**config.mk**
```make
export PLATFORM = sky130hd
export DESIGN_NAME = dcache_ctrl
export DESIGN_NICKNAME = d
export VERILOG_FILES = /design/src/dcache_pkg.sv /design/src/dcache_align.sv /design/src/dcache_ctrl.sv
export VERILOG_INCLUDE_DIRS = /design/src
export SDC_FILE = /design/constraint.sdc
export NUM_CORES = 1
export LEC_CHECK = 0
export BUFFER_PORTS_ARGS = -buffer_cell sky130_fd_sc_hd__buf_2
export CAP_MARGIN = 10
export CORE_AREA = 5 5 191 193
export CTS_CLUSTER_DIAMETER = 30
export CTS_CLUSTER_SIZE = 8
export DETAILED_ROUTE_END_ITERATION = 12
export DIE_AREA = 0 0 196 198
export GPL_TIMING_DRIVEN = 0
export PLACE_DENSITY = 0.7
export SETUP_SLACK_MARGIN = 0.05
export SLEW_MARGIN = 20
export SYNTH_ARGS = -nofsm -noshare
export SYNTH_HDL_FRONTEND = slang
export SYNTH_HIERARCHICAL = 1
export SYNTH_SLANG_ARGS = --single-unit
```
**constraint.sdc**
```tcl
create_clock -name clk -period 3.9 [get_ports clk]
set_input_delay 0.195 -clock clk [delete_from_list [all_inputs] [get_ports clk]]
set_output_delay 0.195 -clock clk [all_outputs]
set_load 0.02 [all_outputs]
```
**src/dcache_config.svh**
```systemverilog
`ifndef DCACHE_CONFIG_SVH
`define DCACHE_CONFIG_SVH

//////////////////////////////////////////////////
// cache geometry

// byte address and load/store data
`define DC_ADDR_W   32
`define DC_XLEN     64

// 8-byte lines, 256 sets, tag is what is left
`define DC_OFFSET_W 3
`define DC_INDEX_W  8
`define DC_TAG_W    21
`define DC_SETS     256

//////////////////////////////////////////////////
// external buses

`define DC_WB_W     32
`define DC_ID_W     4

`endif

```
**src/dcache_pkg.sv**
```systemverilog
`include "dcache_config.svh"

package dcache_pkg;

    typedef enum logic {
        OP_LOAD  = 1'b0,
        OP_STORE = 1'b1
    } mem_op_e;

    // bit 2 set means zero-extended load
    typedef enum logic [2:0] {
        SZ_B  = 3'd0,
        SZ_H  = 3'd1,
        SZ_W  = 3'd2,
        SZ_D  = 3'd3,
        SZ_BU = 3'd4,
        SZ_HU = 3'd5,
        SZ_WU = 3'd6
    } mem_size_e;

    typedef struct packed {
        logic [`DC_TAG_W-1:0]    tag;
        logic [`DC_INDEX_W-1:0]  index;
        logic [`DC_OFFSET_W-1:0] offset;
    } dc_addr_t;

    typedef struct packed {
        mem_op_e              op;
        mem_size_e            size;
        dc_addr_t             addr;
        logic [`DC_XLEN-1:0]  wdata;
        logic [`DC_ID_W-1:0]  id;
    } dc_req_t;

    typedef struct packed {
        logic [`DC_XLEN-1:0] rdata;
        logic [`DC_ID_W-1:0] id;
    } dc_resp_t;

    typedef struct packed {
        logic                 valid;
        logic                 dirty;
        logic [`DC_TAG_W-1:0] tag;
    } tag_entry_t;

    typedef enum logic [2:0] {
        ST_IDLE,
        ST_LOOKUP,
        ST_EVICT,
        ST_REFILL,
        ST_FILL,
        ST_RESP
    } ctrl_state_e;

    typedef struct packed {
        logic                   cyc;
        logic                   stb;
        logic                   we;
        logic [`DC_ADDR_W-1:0]  adr;
        logic [`DC_WB_W-1:0]    dat;
        logic [`DC_WB_W/8-1:0]  sel;
    } wb_req_t;

endpackage

```
**src/dcache_align.sv**
```systemverilog
`timescale 1ns/1ps
`include "dcache_config.svh"

module dcache_align (
    input  dcache_pkg::mem_size_e     size_i,
    input  logic [`DC_OFFSET_W-1:0]   offset_i,
    input  logic [`DC_XLEN-1:0]       wdata_i,
    input  logic [`DC_XLEN-1:0]       line_i,
    output logic [`DC_XLEN/8-1:0]     be_o,
    output logic [`DC_XLEN-1:0]       wdata_o,
    output logic [`DC_XLEN-1:0]       rdata_o
);

    logic [`DC_XLEN/8-1:0] lanes;
    logic [`DC_XLEN-1:0]   field;

    //////////////////////////////////////////////////
    // store side

    always_comb begin
        case (size_i)
            dcache_pkg::SZ_B, dcache_pkg::SZ_BU: lanes = 8'h01;
            dcache_pkg::SZ_H, dcache_pkg::SZ_HU: lanes = 8'h03;
            dcache_pkg::SZ_W, dcache_pkg::SZ_WU: lanes = 8'h0f;
            default:                             lanes = 8'hff;
        endcase
    end

    assign be_o    = lanes << offset_i;
    assign wdata_o = wdata_i << {offset_i, 3'b000};

    //////////////////////////////////////////////////
    // load side

    // field lands in the low bytes
    assign field = line_i >> {offset_i, 3'b000};

    always_comb begin
        case (size_i)
            dcache_pkg::SZ_B:  rdata_o = {{(`DC_XLEN-8){field[7]}}, field[7:0]};
            dcache_pkg::SZ_H:  rdata_o = {{(`DC_XLEN-16){field[15]}}, field[15:0]};
            dcache_pkg::SZ_W:  rdata_o = {{(`DC_XLEN-32){field[31]}}, field[31:0]};
            dcache_pkg::SZ_BU: rdata_o = {{(`DC_XLEN-8){1'b0}}, field[7:0]};
            dcache_pkg::SZ_HU: rdata_o = {{(`DC_XLEN-16){1'b0}}, field[15:0]};
            dcache_pkg::SZ_WU: rdata_o = {{(`DC_XLEN-32){1'b0}}, field[31:0]};
            default:           rdata_o = field;
        endcase
    end

    // misaligned accesses are not split, upper lanes drop off

endmodule

```
**src/dcache_ctrl.sv**
```systemverilog
`timescale 1ns/1ps
`include "dcache_config.svh"

module dcache_ctrl (
    input  logic                     clk,
    input  logic                     rstn,
    input  logic                     req_valid_i,
    output logic                     req_ready_o,
    input  dcache_pkg::dc_req_t      req_i,
    output logic                     resp_valid_o,
    input  logic                     resp_ready_i,
    output dcache_pkg::dc_resp_t     resp_o,
    output dcache_pkg::wb_req_t      wb_o,
    input  logic                     wb_ack_i,
    input  logic [`DC_WB_W-1:0]      wb_dat_i,
    output logic [`DC_INDEX_W-1:0]   index_o,
    output logic [`DC_TAG_W-1:0]     lookup_tag_o,
    output logic                     tag_we_o,
    output dcache_pkg::tag_entry_t   tag_entry_o,
    input  dcache_pkg::tag_entry_t   tag_entry_i,
    input  logic                     hit_i,
    output logic [`DC_XLEN/8-1:0]    data_be_o,
    output logic [`DC_XLEN-1:0]      data_wdata_o,
    input  logic [`DC_XLEN-1:0]      data_rdata_i
);

    dcache_pkg::ctrl_state_e state_q;
    dcache_pkg::dc_req_t     req_q;
    dcache_pkg::dc_resp_t    resp_q;
    logic                    beat_q;
    logic [`DC_XLEN-1:0]     fill_line_q;
    logic [`DC_XLEN/8-1:0]   st_be;
    logic [`DC_XLEN-1:0]     st_wdata;
    logic [`DC_XLEN-1:0]     ld_data;
    logic                    is_store;
    logic                    in_lookup;
    logic                    in_fill;
    logic                    st_hit;
    logic                    wb_active;

    assign is_store  = (req_q.op == dcache_pkg::OP_STORE);
    assign in_lookup = (state_q == dcache_pkg::ST_LOOKUP);
    assign in_fill   = (state_q == dcache_pkg::ST_FILL);
    assign st_hit    = in_lookup && hit_i && is_store;

    dcache_align u_align (
        .size_i   (req_q.size),
        .offset_i (req_q.addr.offset),
        .wdata_i  (req_q.wdata),
        .line_i   (data_rdata_i),
        .be_o     (st_be),
        .wdata_o  (st_wdata),
        .rdata_o  (ld_data)
    );

    //////////////////////////////////////////////////
    // array side

    assign req_ready_o  = (state_q == dcache_pkg::ST_IDLE);
    assign index_o      = req_ready_o ? req_i.addr.index : req_q.addr.index;
    assign lookup_tag_o = req_ready_o ? req_i.addr.tag : req_q.addr.tag;

    // refill lands clean, store hit marks dirty
    assign tag_we_o     = st_hit || in_fill;
    assign tag_entry_o  = '{valid: 1'b1, dirty: !in_fill, tag: req_q.addr.tag};
    assign data_be_o    = in_fill ? '1 : (st_hit ? st_be : '0);
    assign data_wdata_o = in_fill ? fill_line_q : st_wdata;

    assign resp_valid_o = (state_q == dcache_pkg::ST_RESP);
    assign resp_o       = resp_q;

    //////////////////////////////////////////////////
    // wishbone master

    // victim line stays on the array outputs while evicting
    assign wb_active = (state_q == dcache_pkg::ST_EVICT) || (state_q == dcache_pkg::ST_REFILL);

    always_comb begin
        wb_o.cyc = wb_active;
        wb_o.stb = wb_active;
        wb_o.we  = (state_q == dcache_pkg::ST_EVICT);
        wb_o.sel = '1;
        if (wb_o.we) begin
            wb_o.adr = {tag_entry_i.tag, req_q.addr.index, beat_q, 2'b00};
        end else begin
            wb_o.adr = {req_q.addr.tag, req_q.addr.index, beat_q, 2'b00};
        end
        wb_o.dat = beat_q ? data_rdata_i[`DC_XLEN-1 -: `DC_WB_W] : data_rdata_i[`DC_WB_W-1:0];
    end

    //////////////////////////////////////////////////
    // request fsm

    always_ff @(posedge clk) begin
        if (rstn) begin
            state_q <= dcache_pkg::ST_IDLE;
            beat_q  <= 1'b0;
        end else begin
            case (state_q)
                dcache_pkg::ST_IDLE: begin
                    if (req_valid_i) state_q <= dcache_pkg::ST_LOOKUP;
                end
                dcache_pkg::ST_LOOKUP: begin
                    if (hit_i) begin
                        state_q <= is_store ? dcache_pkg::ST_IDLE : dcache_pkg::ST_RESP;
                    end else if (tag_entry_i.valid && tag_entry_i.dirty) begin
                        state_q <= dcache_pkg::ST_EVICT;
                    end else begin
                        state_q <= dcache_pkg::ST_REFILL;
                    end
                end
                dcache_pkg::ST_EVICT, dcache_pkg::ST_REFILL: begin
                    if (wb_ack_i) begin
                        beat_q <= ~beat_q;
                        if (beat_q) begin
                            state_q <= wb_o.we ? dcache_pkg::ST_REFILL : dcache_pkg::ST_FILL;
                        end
                    end
                end
                // replay as a hit
                dcache_pkg::ST_FILL: state_q <= dcache_pkg::ST_LOOKUP;
                dcache_pkg::ST_RESP: begin
                    if (resp_ready_i) state_q <= dcache_pkg::ST_IDLE;
                end
                default: state_q <= dcache_pkg::ST_IDLE;
            endcase
        end
    end

    always_ff @(posedge clk) begin
        if (req_valid_i && req_ready_o) req_q <= req_i;
        if (in_lookup && hit_i && !is_store) resp_q <= '{rdata: ld_data, id: req_q.id};
        // low word arrives first
        if (state_q == dcache_pkg::ST_REFILL && wb_ack_i) begin
            if (beat_q) begin
                fill_line_q[`DC_XLEN-1 -: `DC_WB_W] <= wb_dat_i;
            end else begin
                fill_line_q[`DC_WB_W-1:0] <= wb_dat_i;
            end
        end
    end

endmodule

```
# After elaboration in Yosys (flattened, before gate mapping)
# Cells that the tools add are included.
# word_totals
output_inout_bits,266
ff_bits,240
elab_cells,69
in_bits,229
# op_classes
n_eq_ne,14
mux,18
reduce_logical,20
n_shift,3
n_bitwise,1
# op_table
op,n
case mux 64 bit (6 select lines),1
two-way mux 32 bit,2
two-way mux 64 bit,1
<< shifter 64 x 6 -> 64 bit,1
>> shifter 64 x 6 -> 64 bit,1
two-way mux 8 bit,3
case mux 8 bit (3 select lines),1
two-way mux 21 bit,1
two-way mux 3 bit,7
== test 3 bit (second input constant),5
case mux 3 bit (5 select lines),1
== test 3 x 2 -> 1 bit (second input constant),3
OR reduction 2 bit,4
<< shifter 8 x 3 -> 8 bit,1
== test 3 x 1 -> 1 bit (second input constant),2
logical AND 1 bit,6
zero test 3 bit,2
!= test 2 bit (second input constant),3
AND reduction 2 bit,3
AND reduction 4 bit,1
zero test 1 bit,2
logical OR 1 bit,2
!= test 2 x 1 -> 1 bit (second input constant),1
two-way mux 1 bit,1
inverter 1 bit,1

# Depth between registers and ports, before layout
# Gate-level depths: netlist (run 1).
# logic_depth
ltp_word,6
depth_mapped,9
ltp_nobuf,5

# Cells and area by module
# Netlist (run 1), hierarchy kept.
# modules_own_cells
module,cells_per_inst,area_each_um2,n_inst,seq_area_each_um2
dcache_ctrl,493,9541.7,1,7166.9
dcache_align,601,4337.9,1,0.0

# Least setup slack after synthesis (run 1)
# OpenSTA, ideal clock, no wires.
# synth_path
path_kind,register to register
from,register state_q[2]
to,"register req_q (netlist bit is_store), enable pin"
path_buffers,1
t_arrival_ns,3.386
slack_ns,0.040
synth_period_minus_slack_ns,3.860
t_required_ns,3.426
path_stages_with_launch,4
setup_time_ns,0.474
path_cell_list,dfxtp_1 -> nor3_1 -> buf_2 -> and2_1
# synth_between
elab_chain_cells,2
# synth_rtl
element,line,text
"start, declared",dcache_ctrl.sv:27,dcache_pkg::ctrl_state_e state_q;
"start signal, assigned",dcache_ctrl.sv:96,state_q <= dcache_pkg::ST_IDLE;
"start signal, assigned",dcache_ctrl.sv:101,if (req_valid_i) state_q <= dcache_pkg::ST_LOOKUP;
"start signal, assigned",dcache_ctrl.sv:105,state_q <= is_store ? dcache_pkg::ST_IDLE : dcache_pkg::ST_RESP;
zero test 3 bit,dcache_ctrl.sv:59,assign req_ready_o = (state_q == dcache_pkg::ST_IDLE);
named net req_ready_o,dcache_ctrl.sv:8,"output logic req_ready_o,"
logical AND 1 bit,dcache_ctrl.sv:131,if (req_valid_i && req_ready_o) req_q <= req_i;
"end signal, assigned",dcache_ctrl.sv:131,
"end, declared",dcache_ctrl.sv:28,dcache_pkg::dc_req_t req_q;
# The timed path passes the listed nets, and every way through them passes these cells.
# A chain may end at the register's enable or synchronous reset.

# Worst setup path after layout (run 1)
# layout_path
from,register req_q[69] (netlist bit)
to,output port data_wdata_o[56]
# layout_between
elab_chain_cells,2
# layout_rtl
element,line,text
<< shifter 64 x 6 -> 64 bit,dcache_align.sv:30,"assign wdata_o = wdata_i << {offset_i, 3'b000};"
named net st_wdata[56],dcache_ctrl.sv:33,logic [`DC_XLEN-1:0] st_wdata;
two-way mux 64 bit,dcache_ctrl.sv:67,assign data_wdata_o = in_fill ? fill_line_q : st_wdata;
"end, declared",dcache_ctrl.sv:23,"output logic [`DC_XLEN-1:0] data_wdata_o,"
# The timed path passes the listed nets, and every way through them passes these cells.

==> flow_summary.json, run 1 <==
{
  "drive_above_1_share": 0.5046,
  "synth_area_um2": 13880,
  "worst_slew_pin_slew_ns": 0.9293,
  "clock_power_share": 0.432,
  "cts_buffers": 55,
  "grtUsageTotal": 0.2949,
  "vias_per_cell": 5.545,
  "dpl.cell_count": 2052,
  "combPwrFrac": 0.262,
  "htreeDepth": 2,
  "irDropWorstVdd_mv": 0.4445,
  "dieArea_um2": 38810,
  "p_sw_frac": 0.3067,
  "clk_latency_ns": 0.58,
  "hold_viol": 0,
  "start_kind": "register",
  "post-cts-setup-buffers": 0,
  "skew_ns": 0.02176,
  "route.detailed.drc": 0,
  "io_buffers": 487,
  "synthDistinctLibCells": 50,
  "post-route-period-util": 0.8647,
  "fin_nets": 2025,
  "core-area_um2": 34370,
  "grt_max_degree": 56,
  "detail_route.iter0.violations": 1098,
  "area_growth_pct": 46.38,
  "overflow": 0,
  "die_w_um": 196,
  "layout_commonest_cell": "buf_2",
  "holdWs_ns": 0.06016,
  "intPower_uw": 7247,
  "synth-seq-cells": 240,
  "leakage_uw": 0.008731,
  "ios": 495,
  "ant_nets": 0,
  "seqPwrFrac": 0.306,
  "worstSetupEndpointType": "output pin",
  "cp.required_ns": 3.70,
  "critPathMaxFanout": 10,
  "fmax_mhz": 296.5,
  "drv_cap": 0,
  "placed_area_um2": 17050,
  "synthArstFlopShare": 0,
  "rsz0062_at_grt": "no",
  "ys.flop_type": "edfxtp_1",
  "die_h_um": 198,
  "dr_total_vias": 12730,
  "setup_viol": 0,
  "yosys_warnings": 6,
  "drtPass1Iterations": 6,
  "cts_buffer_depth": 3,
  "crit_type": "register to output pin",
  "root_buffer": "clkbuf_16",
  "tns_ns": 0,
  "synth.avg_cell_area_um2": 12.69,
  "dp_hpwl_um": 43740,
  "fin_area_um2": 20320,
  "relSlewSlack": 0.3805,
  "cts_tree": "done",
  "gp_congestion": 0.9967,
  "yosysSeqAreaShare": 0.5164,
  "wl_per_cell_um": 26.26,
  "cellPowerDensity_nw_per_um2": 514.5,
  "routed_wirelength_um": 60270,
  "synth_edf_count": 236,
  "timing.rr.start": "beat_q",
  "clock_sinks": 240,
  "layout.cells.non_filler": 2295,
  "crit_start": "req_q[69]",
  "grt_antenna_before_repair": 1,
  "synthCells": 1094,
  "maxSlewViolCount": 0,
  "initial_core_util": 0.4038,
  "hp-class": "input pin to register",
  "grt_pass1_wl_um": 85720,
  "rows": 68,
  "power_switching_uw": 3206,
  "hp-start": "data_rdata_i[60]",
  "utilization": 0.5911,
  "path_clk_slew_ns": 0.04,
  "grt_pass1_vias": 13060,
  "crit_arrival_ns": 3.18,
  "ff2ff_setup_slack_ns": 0.79,
  "final_cell_mix": "530 x buf_2, 236 x edfxtp_1, 201 x mux2_2",
  "period_needed_ns": 3.372,
  "status": "complete, no violations"
}
## routing by layer
metal  up-vias  global-route usage  part of all wire
met1      6234              0.3572              0.38
met5         -                   0                 0
li1       5559                   -                 -
met2       797              0.5212              0.50
met4         0              0.1016             0.035
met3       136             0.06551             0.085
## cells in the mapped netlist (15+ instances only)
master	number	area, µm²
a21oi_1	32	160.2
buf_2	43	215.2
buf_4	64	480.5
edfxtp_1	236	7087
mux2_2	201	2263
mux2i_1	104	1041
mux4_2	15	337.8
nand2_1	74	277.8
nand3_1	21	105.1
nand4_1	34	212.7
nor2_1	62	232.7
o21ai_0	44	220.2
o22ai_1	18	112.6
## worst max-delay path: stages, from the launching register on
cell and delay [ns]:
edfxtp_1 0.33, buf_6 0.14, buf_6 0.20, buf_4 0.28
mux2_2 0.36, o21ai_0 0.49, mux2i_1 0.31, mux2_2 0.33
buf_2 0.16
## flip-flops by register name, indices dropped and copies added, names as in the netlist
| signal | flops |
|---|---|
| req_q | 82 |
| resp_o | 68 |
| fill_line_q | 64 |
| tag_entry_o | 21 |
| state_q | 3 |
| beat_q | 1 |
| is_store | 1 |
## worst paths after layout
check | to | cells after the start
hold / removal | resp_o[64] | 3
setup reg to reg | fill_line_q[41] | 7
hold reg to reg | resp_o[1] | 0
setup / recovery | data_wdata_o[56] | 8
## area by class of cell
class / instances / area, µm²
multi-input combinational: 724 / 5872
antenna: 1 / 2.502
timing repair buffer: 640 / 3990
inverter: 3 / 11.26
buffer: 132 / 864.6
clock buffer: 61 / 1420
clock inverter: 39 / 420.4
fill: 2818 / 14060
sequential: 240 / 7167
tap: 455 / 569.3
## logic make-up after synthesis
| family | count (synthesis) | share of synthesized area |
|---|---|---|
| AO/OA/AOI/OAI | 152 | 0.07059 |
| AND/OR/NAND/NOR | 244 | 0.08636 |
| flip-flops | 240 | 0.5164 |
| other | 2 | 0.0005411 |
| XOR/XNOR | 1 | 0.0006311 |
| multiplexers | 320 | 0.2624 |
| buffers and inverters | 135 | 0.06310 |
## stage by stage
stage / power, µW / setup slack (ns)
6_report: 10450 / 0.5278
5_1_grt: 10800 / 0.4825
4_1_cts: 10450 / 0.5495
3_5_place_dp: 5820 / 0.8203
3_3_place_gp: 5785 / -2.184
2_1_floorplan: 4827 / 0.1550
## timing repair
item,CTS,global route
hold buffers,142,0
resized for setup,0,0
endpoints found under the hold margin,174,0
## power groups by stage
stage	combinational, µW	sequential, µW	clock (µW)
3_3_place_gp	2530	3250	0
3_5_place_dp	2580	3240	0
5_1_grt	2870	3210	4720
2_1_floorplan	1580	3250	0
6_report	2740	3200	4520
4_1_cts	2700	3200	4550
Power figures use the tool's default switching activity.
==> run 2, diff against run 1 <==
Settings changed: CELL_PAD_IN_SITES_DETAIL_PLACEMENT set to 1, CELL_PAD_IN_SITES_GLOBAL_PLACEMENT set to 2, CORE_AREA 5 5 191 193 to unset, CORE_ASPECT_RATIO set to 1.75, CORE_MARGIN set to 5, CORE_UTILIZATION set to 29, DIE_AREA 0 0 196 198 to unset, PLACE_DENSITY 0.7 to unset, PLACE_DENSITY_LB_ADDON set to 0.1.
==> run 2 against run 1 <==
Cell area hardly changed. Die area is 35% higher. Total power is 2.3% lower. Critical path type unchanged. Highest routed layer unchanged. Non-clock buffer count is 2 lower. Critical path depth stayed put. Hold slack worse by 0.018 ns. Clock power is 6.2% lower. Routed wire length is 11% higher. Utilization is 16 points lower. Flip-flop and latch count stayed put. Via count is 4.3% lower. Clock skew is 0.0063 ns lower.
==> flow_summary.json, run 2 (synthesis gave the netlist of run 1 again) <==
{
  "post-cts-setup-buffers": 0,
  "start_kind": "register",
  "setup_viol": 0,
  "grt_max_degree": 53,
  "cts_hold_buf": 140,
  "period_needed_ns": 3.456,
  "clock_power_share": 0.415,
  "final_cell_mix": "530 x buf_2, 236 x edfxtp_1, 201 x mux2_2",
  "post-route-period-util": 0.8862,
  "worstSetupEndpointType": "output pin",
  "cts_buffers": 48,
  "cp_top_family": "buffers and inverters",
  "p_sw_frac": 0.3129,
  "initial_core_util": 0.2915,
  "cts_tree": "done",
  "combPwrFrac": 0.273,
  "die_h_um": 299.4,
  "top_register": "req_q",
  "gp_congestion": 0.8911,
  "overflow": 0,
  "io_buffers": 487,
  "rows": 106,
  "irDropWorstVdd_mv": 0.3519,
  "slowest_delay_ns": 0.65,
  "vias_per_cell": 5.043,
  "clk_latency_ns": 0.56,
  "grt_pass1_wl_um": 94900,
  "maxSlewViolCount": 0,
  "core-area_um2": 47610,
  "wl_per_cell_um": 27.80,
  "layout_commonest_cell": "buf_2",
  "htreeDepth": 2,
  "p_total_uw": 10210,
  "ant_nets": 0,
  "clock_sinks": 240,
  "skew_ns": 0.01546,
  "power_switching_uw": 3195,
  "crit_buf_inv": 6,
  "intPower_uw": 7018,
  "largest_reg_flops": 82,
  "grt_pass1_vias": 13810,
  "drv_cap": 0,
  "cts_resized": 0,
  "slowest_stage": "clkbuf_1",
  "ios": 495,
  "relSlewSlack": 0.3723,
  "detail_route.iter0.violations": 540,
  "hp-class": "input pin to register",
  "grt_antenna_before_repair": 1,
  "status": "complete, no violations",
  "grtUsageTotal": 0.2464,
  "tns_ns": 0,
  "path_clk_slew_ns": 0.05,
  "utilization": 0.4263,
  "drtPass1Iterations": 5,
  "worst_slew_pin_slew_ns": 0.9364,
  "crit_type": "register to output pin",
  "area_growth_pct": 46.24,
  "rsz0062_at_grt": "no",
  "fin_nets": 2016,
  "seqPwrFrac": 0.313,
  "root_buffer": "clkbuf_16",
  "dp_hpwl_um": 52000,
  "cts_buffer_depth": 3,
  "critPathMaxFanout": 10,
  "fmax_mhz": 289.3,
  "dr_total_vias": 12180,
  "leakage_uw": 0.008632,
  "crit_arrival_ns": 3.26,
  "route.detailed.drc": 0,
  "die_w_um": 175.4,
  "hold_viol": 0,
  "layout.cells.non_filler": 2416,
  "cellPowerDensity_nw_per_um2": 503.2,
  "drive_above_1_share": 0.5030,
  "routed_wirelength_um": 67160,
  "dieArea_um2": 52510,
  "crit_chain": "buf_6 -> buf_6 -> buf_4 -> buf_2 -> clkbuf_1 -> o22ai_1 -> mux2_2 -> buf_2",
  "dpl.cell_count": 2191,
  "cp.required_ns": 3.70
}
run 2: power by group through the flow:
stage	Combinational [µW]	Sequential [µW]	Clock, µW
floorplan	1580	3250	0
global placement	2640	3250	0
detailed placement	2680	3240	0
CTS	2810	3190	4330
global route	2950	3210	4460
finish	2780	3190	4240
run 2: cell type report:
| type | instances | area (µm²) |
|---|---|---|
| Buffer | 132 | 864.6 |
| Clock buffer | 52 | 1216 |
| Tap cell | 594 | 743.2 |
| Antenna cell | 3 | 7.507 |
| Sequential cell | 240 | 7167 |
| Fill cell | 5243 | 27320 |
| Timing Repair Buffer | 638 | 3989 |
| Inverter | 3 | 11.26 |
| Multi-Input combinational cell | 724 | 5874 |
| Clock inverter | 30 | 424.2 |
run 2: final timing paths:
kind                                       start          endpoint  slack, ns  cells after the start
worst max-delay path                   req_q[69]  data_wdata_o[38]       0.44                      8
worst min-delay path            data_rdata_i[62]        resp_o[66]       0.04                      3
worst max register to register            beat_q   fill_line_q[63]       0.64                      7
worst min register to register          req_q[3]         resp_o[3]       0.42                      0
run 2: worst register-to-register path, stage by stage, from the launching register on:
cell      delay [ns]
dfxtp_1         0.32
clkbuf_1        0.65
buf_2           0.51
nor3b_2         0.58
buf_4           0.30
buf_4           0.23
buf_4           0.24
buf_6           0.16
run 2: through the flow:
stage	cell area [µm²]	hold slack (ns)	setup slack, ns
6_report	20300	0.04265	0.4439
2_1_floorplan	13900	0.2641	0.1550
3_5_place_dp	17250	0.3734	0.5169
4_1_cts	20290	0.01056	0.3804
3_3_place_gp	17080	0.3729	-2.753
5_1_grt	20290	0.03914	0.3818
run 2: layer usage:
metal,routed length (µm),up-vias,track usage,share of wire
met4,3179,0,0.1093,0.047
li1,-,5520,-,-
met5,0,-,0,0
met3,3976,145,0.05236,0.059
met2,37360,477,0.4858,0.56
met1,22640,6041,0.2416,0.34
==> run 3, diff against run 2 <==
Settings changed: REMOVE_ABC_BUFFERS set to 1.
==> run 3 against run 2 <==
First-iteration DRC count fell by 1.9%. Highest routed layer unchanged. Largest power group unchanged. Count of clock-buffer cells in the layout rose by 6. Cell area fell by 0.17%. Final cell count fell by 3.1%. Clock power fell by 2%. Via count fell by 5.2%. Critical endpoint is now data_wdata_o[57].
==> flow_summary.json, run 3 (synthesis gave the netlist of run 1 again) <==
{
  "ant_nets": 0,
  "cts_buffer_depth": 3,
  "path_clk_slew_ns": 0.05,
  "worst_slew_pin_slew_ns": 1.071,
  "post-route-period-util": 0.9043,
  "routed_wirelength_um": 53260,
  "area_growth_pct": 45.99,
  "skew_ns": 0.01420,
  "fmax_mhz": 283.5,
  "worstSetupEndpointType": "output pin",
  "drive_above_1_share": 0.4917,
  "start_kind": "register",
  "rows": 106,
  "crit_arrival_ns": 3.33,
  "route.detailed.drc": 0,
  "cts_resized": 0,
  "seqCellArea_um2": 7168,
  "min_path_cells": 3,
  "hp-class": "input pin to register",
  "p_total_uw": 9941,
  "critPathMaxFanout": 16,
  "drtPass1Iterations": 4,
  "maxSlewViolCount": 0,
  "crit_type": "register to output pin",
  "grt_pass1_wl_um": 79170,
  "gp_congestion": 0.8582,
  "clock_sinks": 240,
  "htreeDepth": 2,
  "detail_route.iter0.violations": 530,
  "overflow": 0,
  "ff2ff_setup_slack_ns": 0.53,
  "grt_antenna_before_repair": 3,
  "irDropWorstVdd_mv": 0.3954,
  "period_needed_ns": 3.527,
  "n_fill_cell": 5127,
  "die_w_um": 175.4,
  "root_buffer": "clkbuf_16",
  "io_buffers": 487,
  "grt_pass1_vias": 12790,
  "grtUsageTotal": 0.1948,
  "cp.required_ns": 3.70,
  "clk_latency_ns": 0.56,
  "largest_reg_flops": 82,
  "post-cts-setup-buffers": 0,
  "dieArea_um2": 52510,
  "cts_hold_buf": 144,
  "r2r_cells": 7,
  "ios": 495,
  "hold_viol": 0,
  "cts_tree": "done",
  "rsz0062_at_grt": "no",
  "leakage_uw": 0.008489,
  "initial_core_util": 0.2915,
  "final_cell_mix": "487 x buf_2, 236 x edfxtp_1, 201 x mux2_2",
  "wl_per_cell_um": 22.74,
  "dr_total_vias": 11550,
  "drv_cap": 0,
  "tns_ns": 0,
  "layout_commonest_cell": "buf_2",
  "vias_per_cell": 4.932,
  "relSlewSlack": 0.2847,
  "dp_hpwl_um": 40910,
  "top_register": "req_q",
  "status": "complete, no violations",
  "cts_buffers": 49,
  "grt_max_degree": 53,
  "fin_nets": 1940,
  "die_h_um": 299.4,
  "cellPowerDensity_nw_per_um2": 490.6,
  "core-area_um2": 47610,
  "setup_viol": 0,
  "multi_input_area_um2": 5911
}
==> run 3: changes by cell type in the layout (fill, tap and decap cells not counted), sizes merged <==
cell,before,now
buf,619,549
dlygate4sd3,140,144
clkbuf,63,58
bufinv,9,6
==> run 3: critical path, stage by stage, from the launching register on <==
cell	delay [ns]
edfxtp_1	0.78
buf_6	0.24
buf_16	0.16
buf_8	0.16
buf_8	0.19
mux2_2	0.34
o21ai_0	0.31
mux2i_1	0.14
mux2_2	0.28
buf_2	0.16
==> run 3: path summary, 6_finish.rpt <==
| check | from | to |
|---|---|---|
| max | req_q[69] | data_wdata_o[57] |
| min | data_rdata_i[57] | resp_o[61] |
| max reg2reg | req_q[70] | resp_o[54] |
| min reg2reg | req_q[0] | resp_o[0] |
==> run 3: layer usage <==
layer	track usage	vias up	wire length [µm]
met2	0.3692	364	28750
met4	0.05692	0	1455
li1	-	5386	-
met5	0	-	0
met1	0.2140	5726	19690
met3	0.04542	75	3359
==> run 3: report_power, final <==
group	internal [µW]	leakage [µW]	switching [µW]	total, µW
Clock	2730	0.000783	1430	4150
Combinational	1110	0.00549	1450	2570
Sequential	3090	0.00222	136	3220
==> run 3: area by class of cell <==
class / instances / area share
Sequential cell: 240 / 0.3538
Multi-Input combinational cell: 724 / 0.2917
Timing Repair Buffer: 693 / 0.2361
Clock buffer: 58 / 0.06267
Tap cell: 594 / 0.03668
Clock inverter: 27 / 0.01822
Inverter: 3 / 0.0005557
Antenna cell: 3 / 0.0003705
==> run 3: stage by stage <==
step,util,setup WS (ns),hold WS (ns),instances,instance area [µm²]
5_1_grt,0.4256,0.1692,0.03141,2342,20260
6_report,0.4256,0.3731,0.03901,2342,20260
2_1_floorplan,-,-2.834,0.2641,967,13030
3_5_place_dp,0.3607,0.5062,0.3733,2110,17180
3_3_place_gp,0.3405,-7.058,0.3726,2048,16210
4_1_cts,0.4254,0.3002,0.0004620,2339,20260
